[src/hw/periph_pkg.sv]
`default_nettype none

package periph_pkg;

   // *************************************************************************
   // Bus widths
   // *************************************************************************
   localparam int WB_AW = 12;
   localparam int WB_DW = 32;

   typedef logic [WB_AW-1:0]   wb_adr_t;
   typedef logic [WB_DW-1:0]   wb_data_t;
   typedef logic [WB_DW/8-1:0] wb_sel_t;

   // *************************************************************************
   // Address map with the slave number in adr[11:8]
   // *************************************************************************
   typedef logic [3:0] slave_num_t;
   typedef logic [7:0] reg_off_t;

   localparam slave_num_t SLV_SYSCON = 4'd0;
   localparam slave_num_t SLV_GPIO   = 4'd1;

   typedef enum logic [1:0] {
      SEL_SYSCON,
      SEL_GPIO,
      SEL_NONE
   } slave_sel_t;

   localparam reg_off_t SYS_VERSION  = 8'h00;
   localparam reg_off_t SYS_SWIRQ    = 8'h04;
   localparam reg_off_t SYS_DISPLAY  = 8'h08;
   localparam reg_off_t SYS_MTIME    = 8'h0C;
   localparam reg_off_t SYS_MTIMECMP = 8'h10;

   localparam wb_data_t SYSCON_VERSION = 32'h0001_0203;

   localparam reg_off_t GPIO_IN  = 8'h00;
   localparam reg_off_t GPIO_OUT = 8'h04;
   localparam reg_off_t GPIO_OE  = 8'h08;
   localparam reg_off_t GPIO_IE  = 8'h0C;
   localparam reg_off_t GPIO_IS  = 8'h10;

   // Display segments are gfedcba and all active low
   localparam int SEG7_DIGITS     = 8;
   localparam int SEG7_DIV_CYCLES = 16;

   typedef logic [6:0]                     seg_t;
   typedef logic [SEG7_DIGITS-1:0]         an_t;
   typedef logic [$clog2(SEG7_DIGITS)-1:0] digit_t;

   typedef struct packed {
      wb_adr_t  adr;
      wb_data_t dat;
      wb_sel_t  sel;
      logic     we;
      logic     cyc;
      logic     stb;
   } wb_req_t;

   typedef struct packed {
      wb_data_t dat;
      logic     ack;
      logic     err;
   } wb_rsp_t;

   typedef struct packed {
      logic sw_irq4;
      logic sw_irq3;
      logic gpio_irq;
   } ext_irq_t;

   // Byte lanes of wdat replace those of cur where sel is set
   function automatic wb_data_t wb_merge(
      input wb_data_t cur,
      input wb_data_t wdat,
      input wb_sel_t  sel
   );
      wb_data_t res;
      res = cur;
      for (int i = 0; i < WB_DW / 8; i++) begin
         if (sel[i])
            res[i*8 +: 8] = wdat[i*8 +: 8];
      end
      return res;
   endfunction

endpackage

`default_nettype wire

[src/hw/gpio_regs.sv]
`default_nettype none

module gpio_regs (
   input  wire                        clk,
   input  wire                        i_rst,
   input  wire periph_pkg::wb_req_t   i_wb_req,
   output periph_pkg::wb_rsp_t        o_wb_rsp,
   input  wire periph_pkg::wb_data_t  i_gpio_in,
   output periph_pkg::wb_data_t       o_gpio_out,
   output periph_pkg::wb_data_t       o_gpio_oe,
   output logic                       o_gpio_irq
);
   import periph_pkg::*;

   wb_data_t gpio_meta;
   wb_data_t gpio_sync;
   wb_data_t gpio_prev;
   wb_data_t gpio_ie;
   wb_data_t gpio_is;
   wb_data_t is_clr;
   wb_data_t rd_data;
   logic     ack;
   logic     req_new;
   logic     wr_en;
   reg_off_t offset;

   assign offset  = i_wb_req.adr[7:0];
   assign req_new = i_wb_req.cyc & i_wb_req.stb & ~ack;
   assign wr_en   = req_new & i_wb_req.we;

   // Two-flop synchronizer plus one stage for edge detect.
   always_ff @(posedge clk) begin
      gpio_meta <= i_gpio_in;
      gpio_sync <= gpio_meta;
      gpio_prev <= gpio_sync;
   end

   // Write one to clear in enabled bytes only
   assign is_clr = (wr_en && offset == GPIO_IS) ? wb_merge('0, i_wb_req.dat, i_wb_req.sel) : '0;

   // *************************************************************************
   // Registers
   // *************************************************************************
   always_ff @(posedge clk) begin
      if (i_rst) begin
         ack        <= 1'b0;
         o_gpio_out <= '0;
         o_gpio_oe  <= '0;
         gpio_ie    <= '0;
         gpio_is    <= '0;
      end else begin
         ack     <= req_new;
         // New change wins over a clear in the same cycle
         gpio_is <= (gpio_is & ~is_clr) | (gpio_sync ^ gpio_prev);
         if (wr_en) begin
            case (offset)
               GPIO_OUT: o_gpio_out <= wb_merge(o_gpio_out, i_wb_req.dat, i_wb_req.sel);
               GPIO_OE:  o_gpio_oe  <= wb_merge(o_gpio_oe, i_wb_req.dat, i_wb_req.sel);
               GPIO_IE:  gpio_ie    <= wb_merge(gpio_ie, i_wb_req.dat, i_wb_req.sel);
               default: ;
            endcase
         end
      end
   end

   always_ff @(posedge clk) begin
      if (req_new) begin
         case (offset)
            GPIO_IN:  rd_data <= gpio_sync;
            GPIO_OUT: rd_data <= o_gpio_out;
            GPIO_OE:  rd_data <= o_gpio_oe;
            GPIO_IE:  rd_data <= gpio_ie;
            GPIO_IS:  rd_data <= gpio_is;
            default:  rd_data <= '0;
         endcase
      end
   end

   assign o_wb_rsp   = '{dat: rd_data, ack: ack, err: 1'b0};
   assign o_gpio_irq = |(gpio_is & gpio_ie);

   a_irq_needs_enable: assert property (
      @(posedge clk) disable iff (i_rst)
      (gpio_ie == '0) |-> !o_gpio_irq
   );

endmodule

`default_nettype wire

[src/hw/seg7_scan.sv]
`default_nettype none

module seg7_scan #(
   parameter int div_cycles = periph_pkg::SEG7_DIV_CYCLES
) (
   input  wire                        clk,
   input  wire                        i_rst,
   input  wire periph_pkg::wb_data_t  i_value,
   output periph_pkg::an_t            o_an,
   output periph_pkg::seg_t           o_seg
);
   import periph_pkg::*;

   localparam int CNT_W = (div_cycles > 1) ? $clog2(div_cycles) : 1;

   logic [CNT_W-1:0] div_cnt;
   logic             step;
   logic             scanning;
   digit_t           digit;
   logic [3:0]       nibble;

   assign step = (div_cnt == CNT_W'(div_cycles - 1));

   // Digit index advances once per divider period
   always_ff @(posedge clk) begin
      if (i_rst) begin
         div_cnt  <= '0;
         digit    <= '0;
         scanning <= 1'b0;
      end else begin
         div_cnt <= step ? '0 : div_cnt + 1'b1;
         if (step) begin
            scanning <= 1'b1;
            if (scanning)
               digit <= digit + 1'b1;
         end
      end
   end

   assign nibble = i_value[{digit, 2'b00} +: 4];
   assign o_an   = scanning ? ~(an_t'(1) << digit) : '1;

   // Hex font in gfedcba where low lights the segment
   always_comb begin
      case (nibble)
         4'h0:    o_seg = ~7'h3F;
         4'h1:    o_seg = ~7'h06;
         4'h2:    o_seg = ~7'h5B;
         4'h3:    o_seg = ~7'h4F;
         4'h4:    o_seg = ~7'h66;
         4'h5:    o_seg = ~7'h6D;
         4'h6:    o_seg = ~7'h7D;
         4'h7:    o_seg = ~7'h07;
         4'h8:    o_seg = ~7'h7F;
         4'h9:    o_seg = ~7'h6F;
         4'hA:    o_seg = ~7'h77;
         4'hB:    o_seg = ~7'h7C;
         4'hC:    o_seg = ~7'h39;
         4'hD:    o_seg = ~7'h5E;
         4'hE:    o_seg = ~7'h79;
         default: o_seg = ~7'h71;
      endcase
   end

   a_one_anode: assert property (
      @(posedge clk) disable iff (i_rst)
      scanning |-> $onehot(~o_an)
   );

endmodule

`default_nettype wire

[src/hw/syscon_regs.sv]
`default_nettype none

module syscon_regs (
   input  wire                       clk,
   input  wire                       i_rst,
   input  wire periph_pkg::wb_req_t  i_wb_req,
   output periph_pkg::wb_rsp_t       o_wb_rsp,
   output periph_pkg::wb_data_t      o_display,
   output logic                      o_timer_irq,
   output logic                      o_sw_irq3,
   output logic                      o_sw_irq4
);
   import periph_pkg::*;

   wb_data_t mtime;
   wb_data_t mtimecmp;
   wb_data_t rd_data;
   logic     ack;
   logic     req_new;
   logic     wr_en;
   reg_off_t offset;

   assign offset  = i_wb_req.adr[7:0];
   assign req_new = i_wb_req.cyc & i_wb_req.stb & ~ack;
   assign wr_en   = req_new & i_wb_req.we;

   // *************************************************************************
   // Control registers and machine timer
   // *************************************************************************
   always_ff @(posedge clk) begin
      if (i_rst) begin
         ack         <= 1'b0;
         o_sw_irq3   <= 1'b0;
         o_sw_irq4   <= 1'b0;
         o_display   <= '0;
         mtime       <= '0;
         mtimecmp    <= '1;
         o_timer_irq <= 1'b0;
      end else begin
         ack         <= req_new;
         mtime       <= mtime + 1'b1;
         o_timer_irq <= (mtime >= mtimecmp);
         if (wr_en) begin
            case (offset)
               SYS_SWIRQ: begin
                  if (i_wb_req.sel[0]) begin
                     o_sw_irq3 <= i_wb_req.dat[0];
                     o_sw_irq4 <= i_wb_req.dat[1];
                  end
               end
               SYS_DISPLAY:  o_display <= wb_merge(o_display, i_wb_req.dat, i_wb_req.sel);
               SYS_MTIMECMP: mtimecmp  <= wb_merge(mtimecmp, i_wb_req.dat, i_wb_req.sel);
               default: ;
            endcase
         end
      end
   end

   // Read mux
   always_ff @(posedge clk) begin
      if (req_new) begin
         case (offset)
            SYS_VERSION:  rd_data <= SYSCON_VERSION;
            SYS_SWIRQ:    rd_data <= wb_data_t'({o_sw_irq4, o_sw_irq3});
            SYS_DISPLAY:  rd_data <= o_display;
            SYS_MTIME:    rd_data <= mtime;
            SYS_MTIMECMP: rd_data <= mtimecmp;
            default:      rd_data <= '0;
         endcase
      end
   end

   assign o_wb_rsp = '{dat: rd_data, ack: ack, err: 1'b0};

   a_ack_after_stb: assert property (
      @(posedge clk) disable iff (i_rst)
      ack |-> $past(i_wb_req.cyc & i_wb_req.stb)
   );

endmodule

`default_nettype wire

[src/hw/wb_addr_decode.sv]
`default_nettype none

module wb_addr_decode (
   input  wire                       clk,
   input  wire                       i_rst,
   input  wire periph_pkg::wb_req_t  i_wb_req,
   output periph_pkg::wb_req_t       o_sys_req,
   output periph_pkg::wb_req_t       o_gpio_req,
   input  wire periph_pkg::wb_rsp_t  i_sys_rsp,
   input  wire periph_pkg::wb_rsp_t  i_gpio_rsp,
   output periph_pkg::wb_rsp_t       o_wb_rsp
);
   import periph_pkg::*;

   slave_sel_t slv_sel;
   logic       err_q;

   always_comb begin
      case (slave_num_t'(i_wb_req.adr[11:8]))
         SLV_SYSCON: slv_sel = SEL_SYSCON;
         SLV_GPIO:   slv_sel = SEL_GPIO;
         default:    slv_sel = SEL_NONE;
      endcase
   end

   // Only the selected slave sees stb
   always_comb begin
      o_sys_req      = i_wb_req;
      o_sys_req.stb  = i_wb_req.stb & (slv_sel == SEL_SYSCON);
      o_gpio_req     = i_wb_req;
      o_gpio_req.stb = i_wb_req.stb & (slv_sel == SEL_GPIO);
   end

   // Single err pulse for an unmapped access
   always_ff @(posedge clk) begin
      if (i_rst) begin
         err_q <= 1'b0;
      end else begin
         err_q <= i_wb_req.cyc & i_wb_req.stb & (slv_sel == SEL_NONE) & ~err_q;
      end
   end

   always_comb begin
      case (slv_sel)
         SEL_SYSCON: o_wb_rsp = i_sys_rsp;
         SEL_GPIO:   o_wb_rsp = i_gpio_rsp;
         default:    o_wb_rsp = '{dat: '0, ack: 1'b0, err: err_q};
      endcase
   end

   a_ack_err_excl: assert property (
      @(posedge clk) disable iff (i_rst)
      !(o_wb_rsp.ack && o_wb_rsp.err)
   );

endmodule

`default_nettype wire

[src/hw/wb_periph_top.sv]
`default_nettype none

module wb_periph_top (
   input  wire                        clk,
   input  wire                        i_rst,
   input  wire periph_pkg::wb_req_t   i_wb_req,
   output periph_pkg::wb_rsp_t        o_wb_rsp,
   input  wire periph_pkg::wb_data_t  i_gpio_in,
   output periph_pkg::wb_data_t       o_gpio_out,
   output periph_pkg::wb_data_t       o_gpio_oe,
   output logic                       o_timer_irq,
   output periph_pkg::ext_irq_t       o_ext_irq,
   output periph_pkg::an_t            o_an,
   output periph_pkg::seg_t           o_seg
);
   import periph_pkg::*;

   wb_req_t  sys_req;
   wb_req_t  gpio_req;
   wb_rsp_t  sys_rsp;
   wb_rsp_t  gpio_rsp;
   wb_data_t display;
   logic     sw_irq3;
   logic     sw_irq4;
   logic     gpio_irq;

   wb_addr_decode wb_addr_decode_inst (
      .clk        (clk),
      .i_rst      (i_rst),
      .i_wb_req   (i_wb_req),
      .o_sys_req  (sys_req),
      .o_gpio_req (gpio_req),
      .i_sys_rsp  (sys_rsp),
      .i_gpio_rsp (gpio_rsp),
      .o_wb_rsp   (o_wb_rsp)
   );

   syscon_regs syscon_regs_inst (
      .clk         (clk),
      .i_rst       (i_rst),
      .i_wb_req    (sys_req),
      .o_wb_rsp    (sys_rsp),
      .o_display   (display),
      .o_timer_irq (o_timer_irq),
      .o_sw_irq3   (sw_irq3),
      .o_sw_irq4   (sw_irq4)
   );

   gpio_regs gpio_regs_inst (
      .clk        (clk),
      .i_rst      (i_rst),
      .i_wb_req   (gpio_req),
      .o_wb_rsp   (gpio_rsp),
      .i_gpio_in  (i_gpio_in),
      .o_gpio_out (o_gpio_out),
      .o_gpio_oe  (o_gpio_oe),
      .o_gpio_irq (gpio_irq)
   );

   seg7_scan #(
      .div_cycles (SEG7_DIV_CYCLES)
   ) seg7_scan_inst (
      .clk     (clk),
      .i_rst   (i_rst),
      .i_value (display),
      .o_an    (o_an),
      .o_seg   (o_seg)
   );

   // External interrupt lines towards the PIC
   assign o_ext_irq = '{sw_irq4: sw_irq4, sw_irq3: sw_irq3, gpio_irq: gpio_irq};

endmodule

`default_nettype wire

[config.mk]
export PLATFORM = sky130hd
export DESIGN_NAME = wb_periph_top
export DESIGN_NICKNAME = d
export VERILOG_FILES = /design/src/hw/periph_pkg.sv /design/src/hw/gpio_regs.sv /design/src/hw/seg7_scan.sv /design/src/hw/syscon_regs.sv /design/src/hw/wb_addr_decode.sv /design/src/hw/wb_periph_top.sv
export SDC_FILE = /design/constraint.sdc
export NUM_CORES = 1
export LEC_CHECK = 0
export ABC_AREA = 1
export BUFFER_PORTS_ARGS = -buffer_cell sky130_fd_sc_hd__buf_2
export CORE_MARGIN = 4
export CORE_UTILIZATION = 30
export CTS_BUF_LIST = sky130_fd_sc_hd__clkbuf_4
export DETAILED_ROUTE_END_ITERATION = 16
export RECOVER_POWER = 100
export SLEW_MARGIN = 30
export SYNTH_ARGS = -nofsm -noshare
export SYNTH_HDL_FRONTEND = slang
export SYNTH_HIERARCHICAL = 1
export SYNTH_SLANG_ARGS = --single-unit
[constraint.sdc]
create_clock -name clk -period 7.86 [get_ports clk]
set_input_delay 1.572 -clock clk [delete_from_list [all_inputs] [get_ports clk]]
set_output_delay 1.572 -clock clk [all_outputs]
set_load 0.01 [all_outputs]
======== Word level (Yosys, flattened, before mapping) ========
Memories as Yosys holds them, arrays and structs flattened.
Index checks and enable logic that the tools add are counted.
operators by class
  $lt $le $gt $ge ......................... 1
  reduce and logical (&&, ||, !) cells .... 28
  bitwise operators ....................... 20
  $add $sub $neg .......................... 3
  shift operators ......................... 2
  multiplexer cells ....................... 10
  equality and inequality tests ........... 8
operators with widths
  operator               number
  $pmux 32 s5            2
  $pmux 34 s2            1
  $and 32x32->32         2
  $reduce_and 3->1       21
  $mux 8                 5
  $add 32x1->32 const B  1
  $ge 32x32->1           1
  $mux 32                1
  $not 32->32            1
  $or 32x32->32          1
  $reduce_or 32->1       1
  $shiftx 32x6->4        1
  $xor 32x32->32         1
  $eq 8x4->1 const B     2
  $and 1x1->1            11
  $eq 8x3->1 const B     1
  $eq 8x5->1 const B     1
  $logic_not 8->1        1
  $not 8->8              1
  $shl 1x3->8 const A    1
  $add 4x1->4 const B    1
  $eq 4x1->1 const B     1
  $eq 4x4->1 const B     1
  $logic_not 4->1        1
  9 further kinds        11
word-level totals
  bits in read-only memories .............. 112
  memories ................................ 1
  input port bits ......................... 85
  bits in registers ....................... 398
  output and inout bits ................... 117
  word-level logic and storage cells ...... 109
memory list
  memory           depth  bits a word  rd ports  clocked after memory_dff  write ports  RTL line         source
  (no name shown)  16     7            1         0                         0            seg7_scan.sv:45  case (nibble)

======== Depth between registers and ports, before layout ========
  depth in word-level cells ............... 12
  mapped depth ............................ 13
  gate-level depth less buffers ........... 13

======== Hierarchy ========
The synthesis kept the hierarchy.
by module, submodules not included
  module          cells an instance  sequential area each (sq um)  area an instance (sq um)  times used
  gpio_regs       1,326              5,465.2                       10,030.9                  1
  syscon_regs     813                2,962.8                       6,486.2                   1
  wb_addr_decode  231                20.0                          1,442.6                   1
  seg7_scan       195                160.2                         1,156.1                   1
  wb_periph_top   3                  0.0                           22.5                      1

======== Worst setup path after synthesis ========
OpenSTA, ideal clock, no wires.
  path kind ............................... in2reg
  start ................................... in i_wb_req[50] (netlist bit)
  end ..................................... reg gpio_regs_inst.o_gpio_oe[0]
  stages on the path ...................... 12
  arrival ................................. 4.597 ns
  required time ........................... 7.748 ns
  setup time .............................. 0.112 ns
  path slack .............................. 3.151 ns
  cell sequence ........................... nor2_4 > buf_4 > nand2_1 > nor3_1 > nand2_1 > nor2_1 > nand2_1 > nor2_1 > buf_2 > nand3_1 > nand2_1 > nor2_1
RTL lines
  element                 RTL line            source
  start: declaration      wb_periph_top.sv:6  input wire periph_pkg::wb_req_t i_wb_req,
  end signal: assignment  gpio_regs.sv:58     GPIO_OE: o_gpio_oe <= wb_merge(o_gpio_oe, i_wb_req.dat, i_wb_req.sel);
  end: declaration        gpio_regs.sv:10     output periph_pkg::wb_data_t o_gpio_oe,

======== Worst setup path after layout ========
  start ................................... in i_wb_req[46] (netlist bit)
  end ..................................... reg gpio_regs_inst.o_gpio_out[14]
between the ends
  cells in the longest elaborated chain, start to end .. 2
ends and longest elaborated chain
  element                     RTL line         source
  $eq 8x3->1                  gpio_regs.sv:56  case (offset)
  $reduce_and 3->1 (no line)  --
  end signal: assignment      gpio_regs.sv:57  GPIO_OUT: o_gpio_out <= wb_merge(o_gpio_out, i_wb_req.dat, i_wb_req.sel);
  end: declaration            gpio_regs.sv:9   output periph_pkg::wb_data_t o_gpio_out,
No other way between the ends.
A chain may end at the register's enable or synchronous reset.

==> results by stage <==
GRT:
- Entering global routing, the biggest net connects 97 pins.
- The global routing usage on met3 is 0.04294.
- The layer carrying the most global-route usage is met2.
- The wire length of the first global-routing pass is 90760 µm.
- The total overflow reported by the global router is 0.
- The number of global-route vias before repair is 15770.
- In the global route stage, overall resource usage came out at 0.1719.
- For met1 alone, demand over resource in global routing was 0.2380.
- In the global route stage, met2 resource usage came out at 0.2672.
- The number of antenna violations at the first check in global routing is 10.

Yosys:
- The post-synthesis cell count is 2560.
- During synthesis, Yosys emitted a total of 6 warnings.
- The average cell area after synthesis is 7.452 µm².
- The mapped netlist covers 0.01908 mm².
- The number of nets in the synthesized netlist is 2691.

Final layout:
- After the flow finishes, the layout carries non-filler instances totaling 3629.
- The number of nets in the layout is 2822.
- Of the cells placed in the final design, the portion with a size suffix greater than 1 is 0.1171.
- The number of fill cells is 6921.
- The layout-stage area growth over the synthesis result is 11.29%.
- The summed area of non-filler cells in the final layout is 0.02123 mm².

Floorplanning:
- The x dimension of the die is 260.2 µm.
- The initial utilization of the core area, before any placement, comes to 0.3030.
- The number of top-level pins is 202.
- The count of standard-cell rows is 92.
- The floorplan step defined a die boundary enclosing 0.06769 mm².
- The die is 260.2 µm tall.
- The floorplan step defined a core boundary enclosing 0.06297 mm².

Critical path:
- The worst register-to-register path begins at gpio_regs_inst/ack$_SDFF_PP0_.
- The nature of the critical path endpoint is a flip-flop.
- The slack of the worst reg-to-reg path is 3.66 ns.
- The worst register-to-register path has a depth of 7.
- For the worst setup path, the data required time is 8.64 ns.
- The largest individual stage delay along the critical path comes from the cell sky130_fd_sc_hd__clkbuf_1.
- STA classifies the critical path startpoint as an input pin.
- Together, buffers and inverters on the worst path number 3.
- Walking the worst path, the cells encountered are buf_2 -> nor2_1 -> nand3_1 -> nor2_4 -> clkbuf_1 -> inv_1 -> nor2_1 -> nor2_1 -> nor2_1.
- Data on the critical path arrives at its endpoint at 6.96 ns.
- The cell that appears most often on the critical path is sky130_fd_sc_hd__nor2_1.
- The delay of the slowest critical-path stage is 2.22 ns.
- The largest delay contributor family on the critical path is buffers and inverters.
- By startpoint and endpoint, the worst setup path is classified as in -> reg.
- The terminus of the critical flop-to-flop path is gpio_regs_inst/o_gpio_out[18]$_SDFFE_PP0P_.
- Along the worst path, the maximum fanout reaches 57.
- Counting buffers and inverters, the worst setup path is 9 cells deep.

Worst hold path:
- The classification of the worst-slack hold path is reg -> reg.
- The destination of the worst hold path is gpio_regs_inst/gpio_sync[1]$_DFF_P_.
- The worst hold path begins at gpio_regs_inst/gpio_meta[1]$_DFF_P_.
- Along the worst hold path, the cell count comes to 0.

CTS:
- The clock tree root buffer cell is sky130_fd_sc_hd__clkbuf_4.
- Counting along the longest clock path gives a buffer depth of 3.
- Once the clock tree was built, the resizer swapped 0 gates to a different size.
- The count of clock tree sinks is 398.
- After clock tree synthesis, the setup repair step added 0 buffers.
- Clock-pin slew was measured on the worst setup and hold paths at 0.06 ns.
- The total clock buffers created by CTS is 111.
- The H-tree depth reported by CTS is 3.
- The clock network latency to the later pin of the worst-skew pair is 0.90 ns.
- The CTS tree is built.
- The count of hold buffers inserted by post-cts repair is 0.

Routing:
- The detailed router finished its first iteration with 1376 violations.
- The number of optimization iterations in the first detailed-route pass is 8.
- The post-detailed-route wirelength per cell is 16.58 µm.
- The detail route stage leaves a number of antenna-violating nets equal to 0.
- The total detailed-routing wirelength is 60180 µm.
- The detailed router placed 17130 vias in this run.
- In the routed design, unresolved DRC markers number 0.
- The via-per-instance ratio is 4.721.

Pwr:
- The maximum vdd ir drop is 123.0 µV.
- Of the total power, registers draw 0.511.
- Of the total power, the share spent switching nets is 0.2460.
- The total internal power is 3.156 mW.
- The static leakage power is 9.396 nW.
- The power density of the placed cells is 197.1 mW/mm².
- The share of total power dissipated in combinational logic is 0.040.
- Of the total power, the clock network draws 0.449.
- The switching power summed over all nets is 1.030 mW.

Run:
- The max-capacitance violation count is 9.

Timing:
- The worst hold slack across all endpoints is 0.3112 ns.
- The final number of setup-violating endpoints is 0.
- The final hold violation count came to 0.
- The worst clock skew is 0.06850 ns.
- In this run the tightest slew margin relative to its limit is -1.309.
- Of the available clock period, the critical path in the final layout requires 0.7870.
- The final worst setup slack is 1.674 ns.
- The highest achievable clock rate is 161.7 MHz.
- After routing, the total negative slack on setup checks comes to 0 ns.
- Counting I/O delays and the setup requirement, the final critical path takes 6.186 ns.
- The count of pins over their slew limit is 355.
- The actual slew at the worst max-slew pin is 3.464 ns.
- Setup repair after global routing left no endpoint under its margin.

Status:
- The flow ran to the end, but the final reports show violations.
- The checks that failed: capacitance limit, slew limit.

Placement:
- The cell count after placement is 3423.
- At the placement stage, the worst setup path has a slack of 2.559 ns.
- Input and output buffers added on the ports amount to 201.
- Summed over all nets, the half-perimeter wirelength after detailed placement is 43250 µm.
- At the end of routability-driven placement, the weighted congestion stood at 0.8707.
- The placed instances occupy a cell area of 0.02005 mm².
-- worst max path at each step --
stage | start | end | slack [ns]
floorplan | i_wb_req[50] | gpio_regs_inst/o_gpio_oe[0]$_SDFFE_PP0P_ | 3.15
global placement | i_wb_req[50] | gpio_regs_inst/o_gpio_oe[21]$_SDFFE_PP0P_ | 2.68
detailed placement | i_wb_req[50] | gpio_regs_inst/o_gpio_out[18]$_SDFFE_PP0P_ | 2.56
CTS | seg7_scan_inst/digit[0]$_SDFFE_PP0P_ | o_seg[3] | 2.82
global route | i_wb_req[46] | gpio_regs_inst/o_gpio_out[0]$_SDFFE_PP0P_ | 1.34
finish | i_wb_req[46] | gpio_regs_inst/o_gpio_out[14]$_SDFFE_PP0P_ | 1.67
-- metrics by stage --
stage / util / power [mW]
after detailed placement: 0.3184 / 2.352
after floorplan: - / 2.314
after global routing: 0.3370 / 4.385
after global placement: 0.3183 / 2.352
final: 0.3372 / 4.185
after CTS: 0.3409 / 4.247
-- placed cells by master, fill, tap and decap left out, drive strengths merged --
cell type / instances
nand2: 721
o21a: 2
diode: 7
dfxtp: 334
nor3b: 1
edfxtp: 64
a21o: 2
o21ai: 55
bufinv: 1
o221ai: 28
and2: 11
clkinv: 29
a22oi: 1
o211ai: 31
nor3: 56
xnor2: 33
nand4: 16
clkinvlp: 2
o22ai: 1
ha: 46
nor2: 375
a21oi: 77
nor4: 2
nand3b: 2
clkbuf: 291
inv: 225
xor2: 5
buf: 94
conb: 2
o2111ai: 1
nand3: 267
or2: 1
-- flip-flops by register name, indices dropped and copies added, names as in the netlist, 3 cells and up --
signal and cells:
gpio_regs_inst/gpio_sync 32, gpio_regs_inst/gpio_ie 32, syscon_regs_inst/o_display 32, gpio_regs_inst/gpio_is 32
syscon_regs_inst/rd_data 32, syscon_regs_inst/mtimecmp 32, seg7_scan_inst/div_cnt 4, gpio_regs_inst/gpio_prev 32
gpio_regs_inst/o_gpio_oe 32, syscon_regs_inst/mtime 32, gpio_regs_inst/o_gpio_out 32, gpio_regs_inst/gpio_meta 32
gpio_regs_inst/rd_data 32, seg7_scan_inst/digit 3
-- final cells by class --
type / instances / area [µm²] / area share
Tap cell: 846 / 1059 / 0.04986
Clock inverter: 33 / 177.7 / 0.008368
Clock buffer: 165 / 1239 / 0.05834
Sequential cell: 398 / 8608 / 0.4054
Timing Repair Buffer: 220 / 977.2 / 0.04603
Multi-Input combinational cell: 1736 / 8312 / 0.3915
Inverter: 224 / 842.1 / 0.03966
Antenna cell: 7 / 17.52 / 0.0008250
-- power by group through the flow --
stage                     combinational (mW)  clock (mW)  sequential (mW)
final                                  0.168        1.88             2.14
after global routing                   0.187        2.06             2.14
after CTS                              0.169        1.94             2.14
after detailed placement               0.168           0             2.18
after global placement                 0.168           0             2.18
after floorplan                        0.140           0             2.17
-- layer usage --
metal / part of all wire / vias to the layer above
li1: - / 8439
met1: 0.45 / 7969
met2: 0.44 / 615
met3: 0.081 / 97
met4: 0.020 / 12
met5: 0.0015 / -
(Power assumes the default switching activity.)
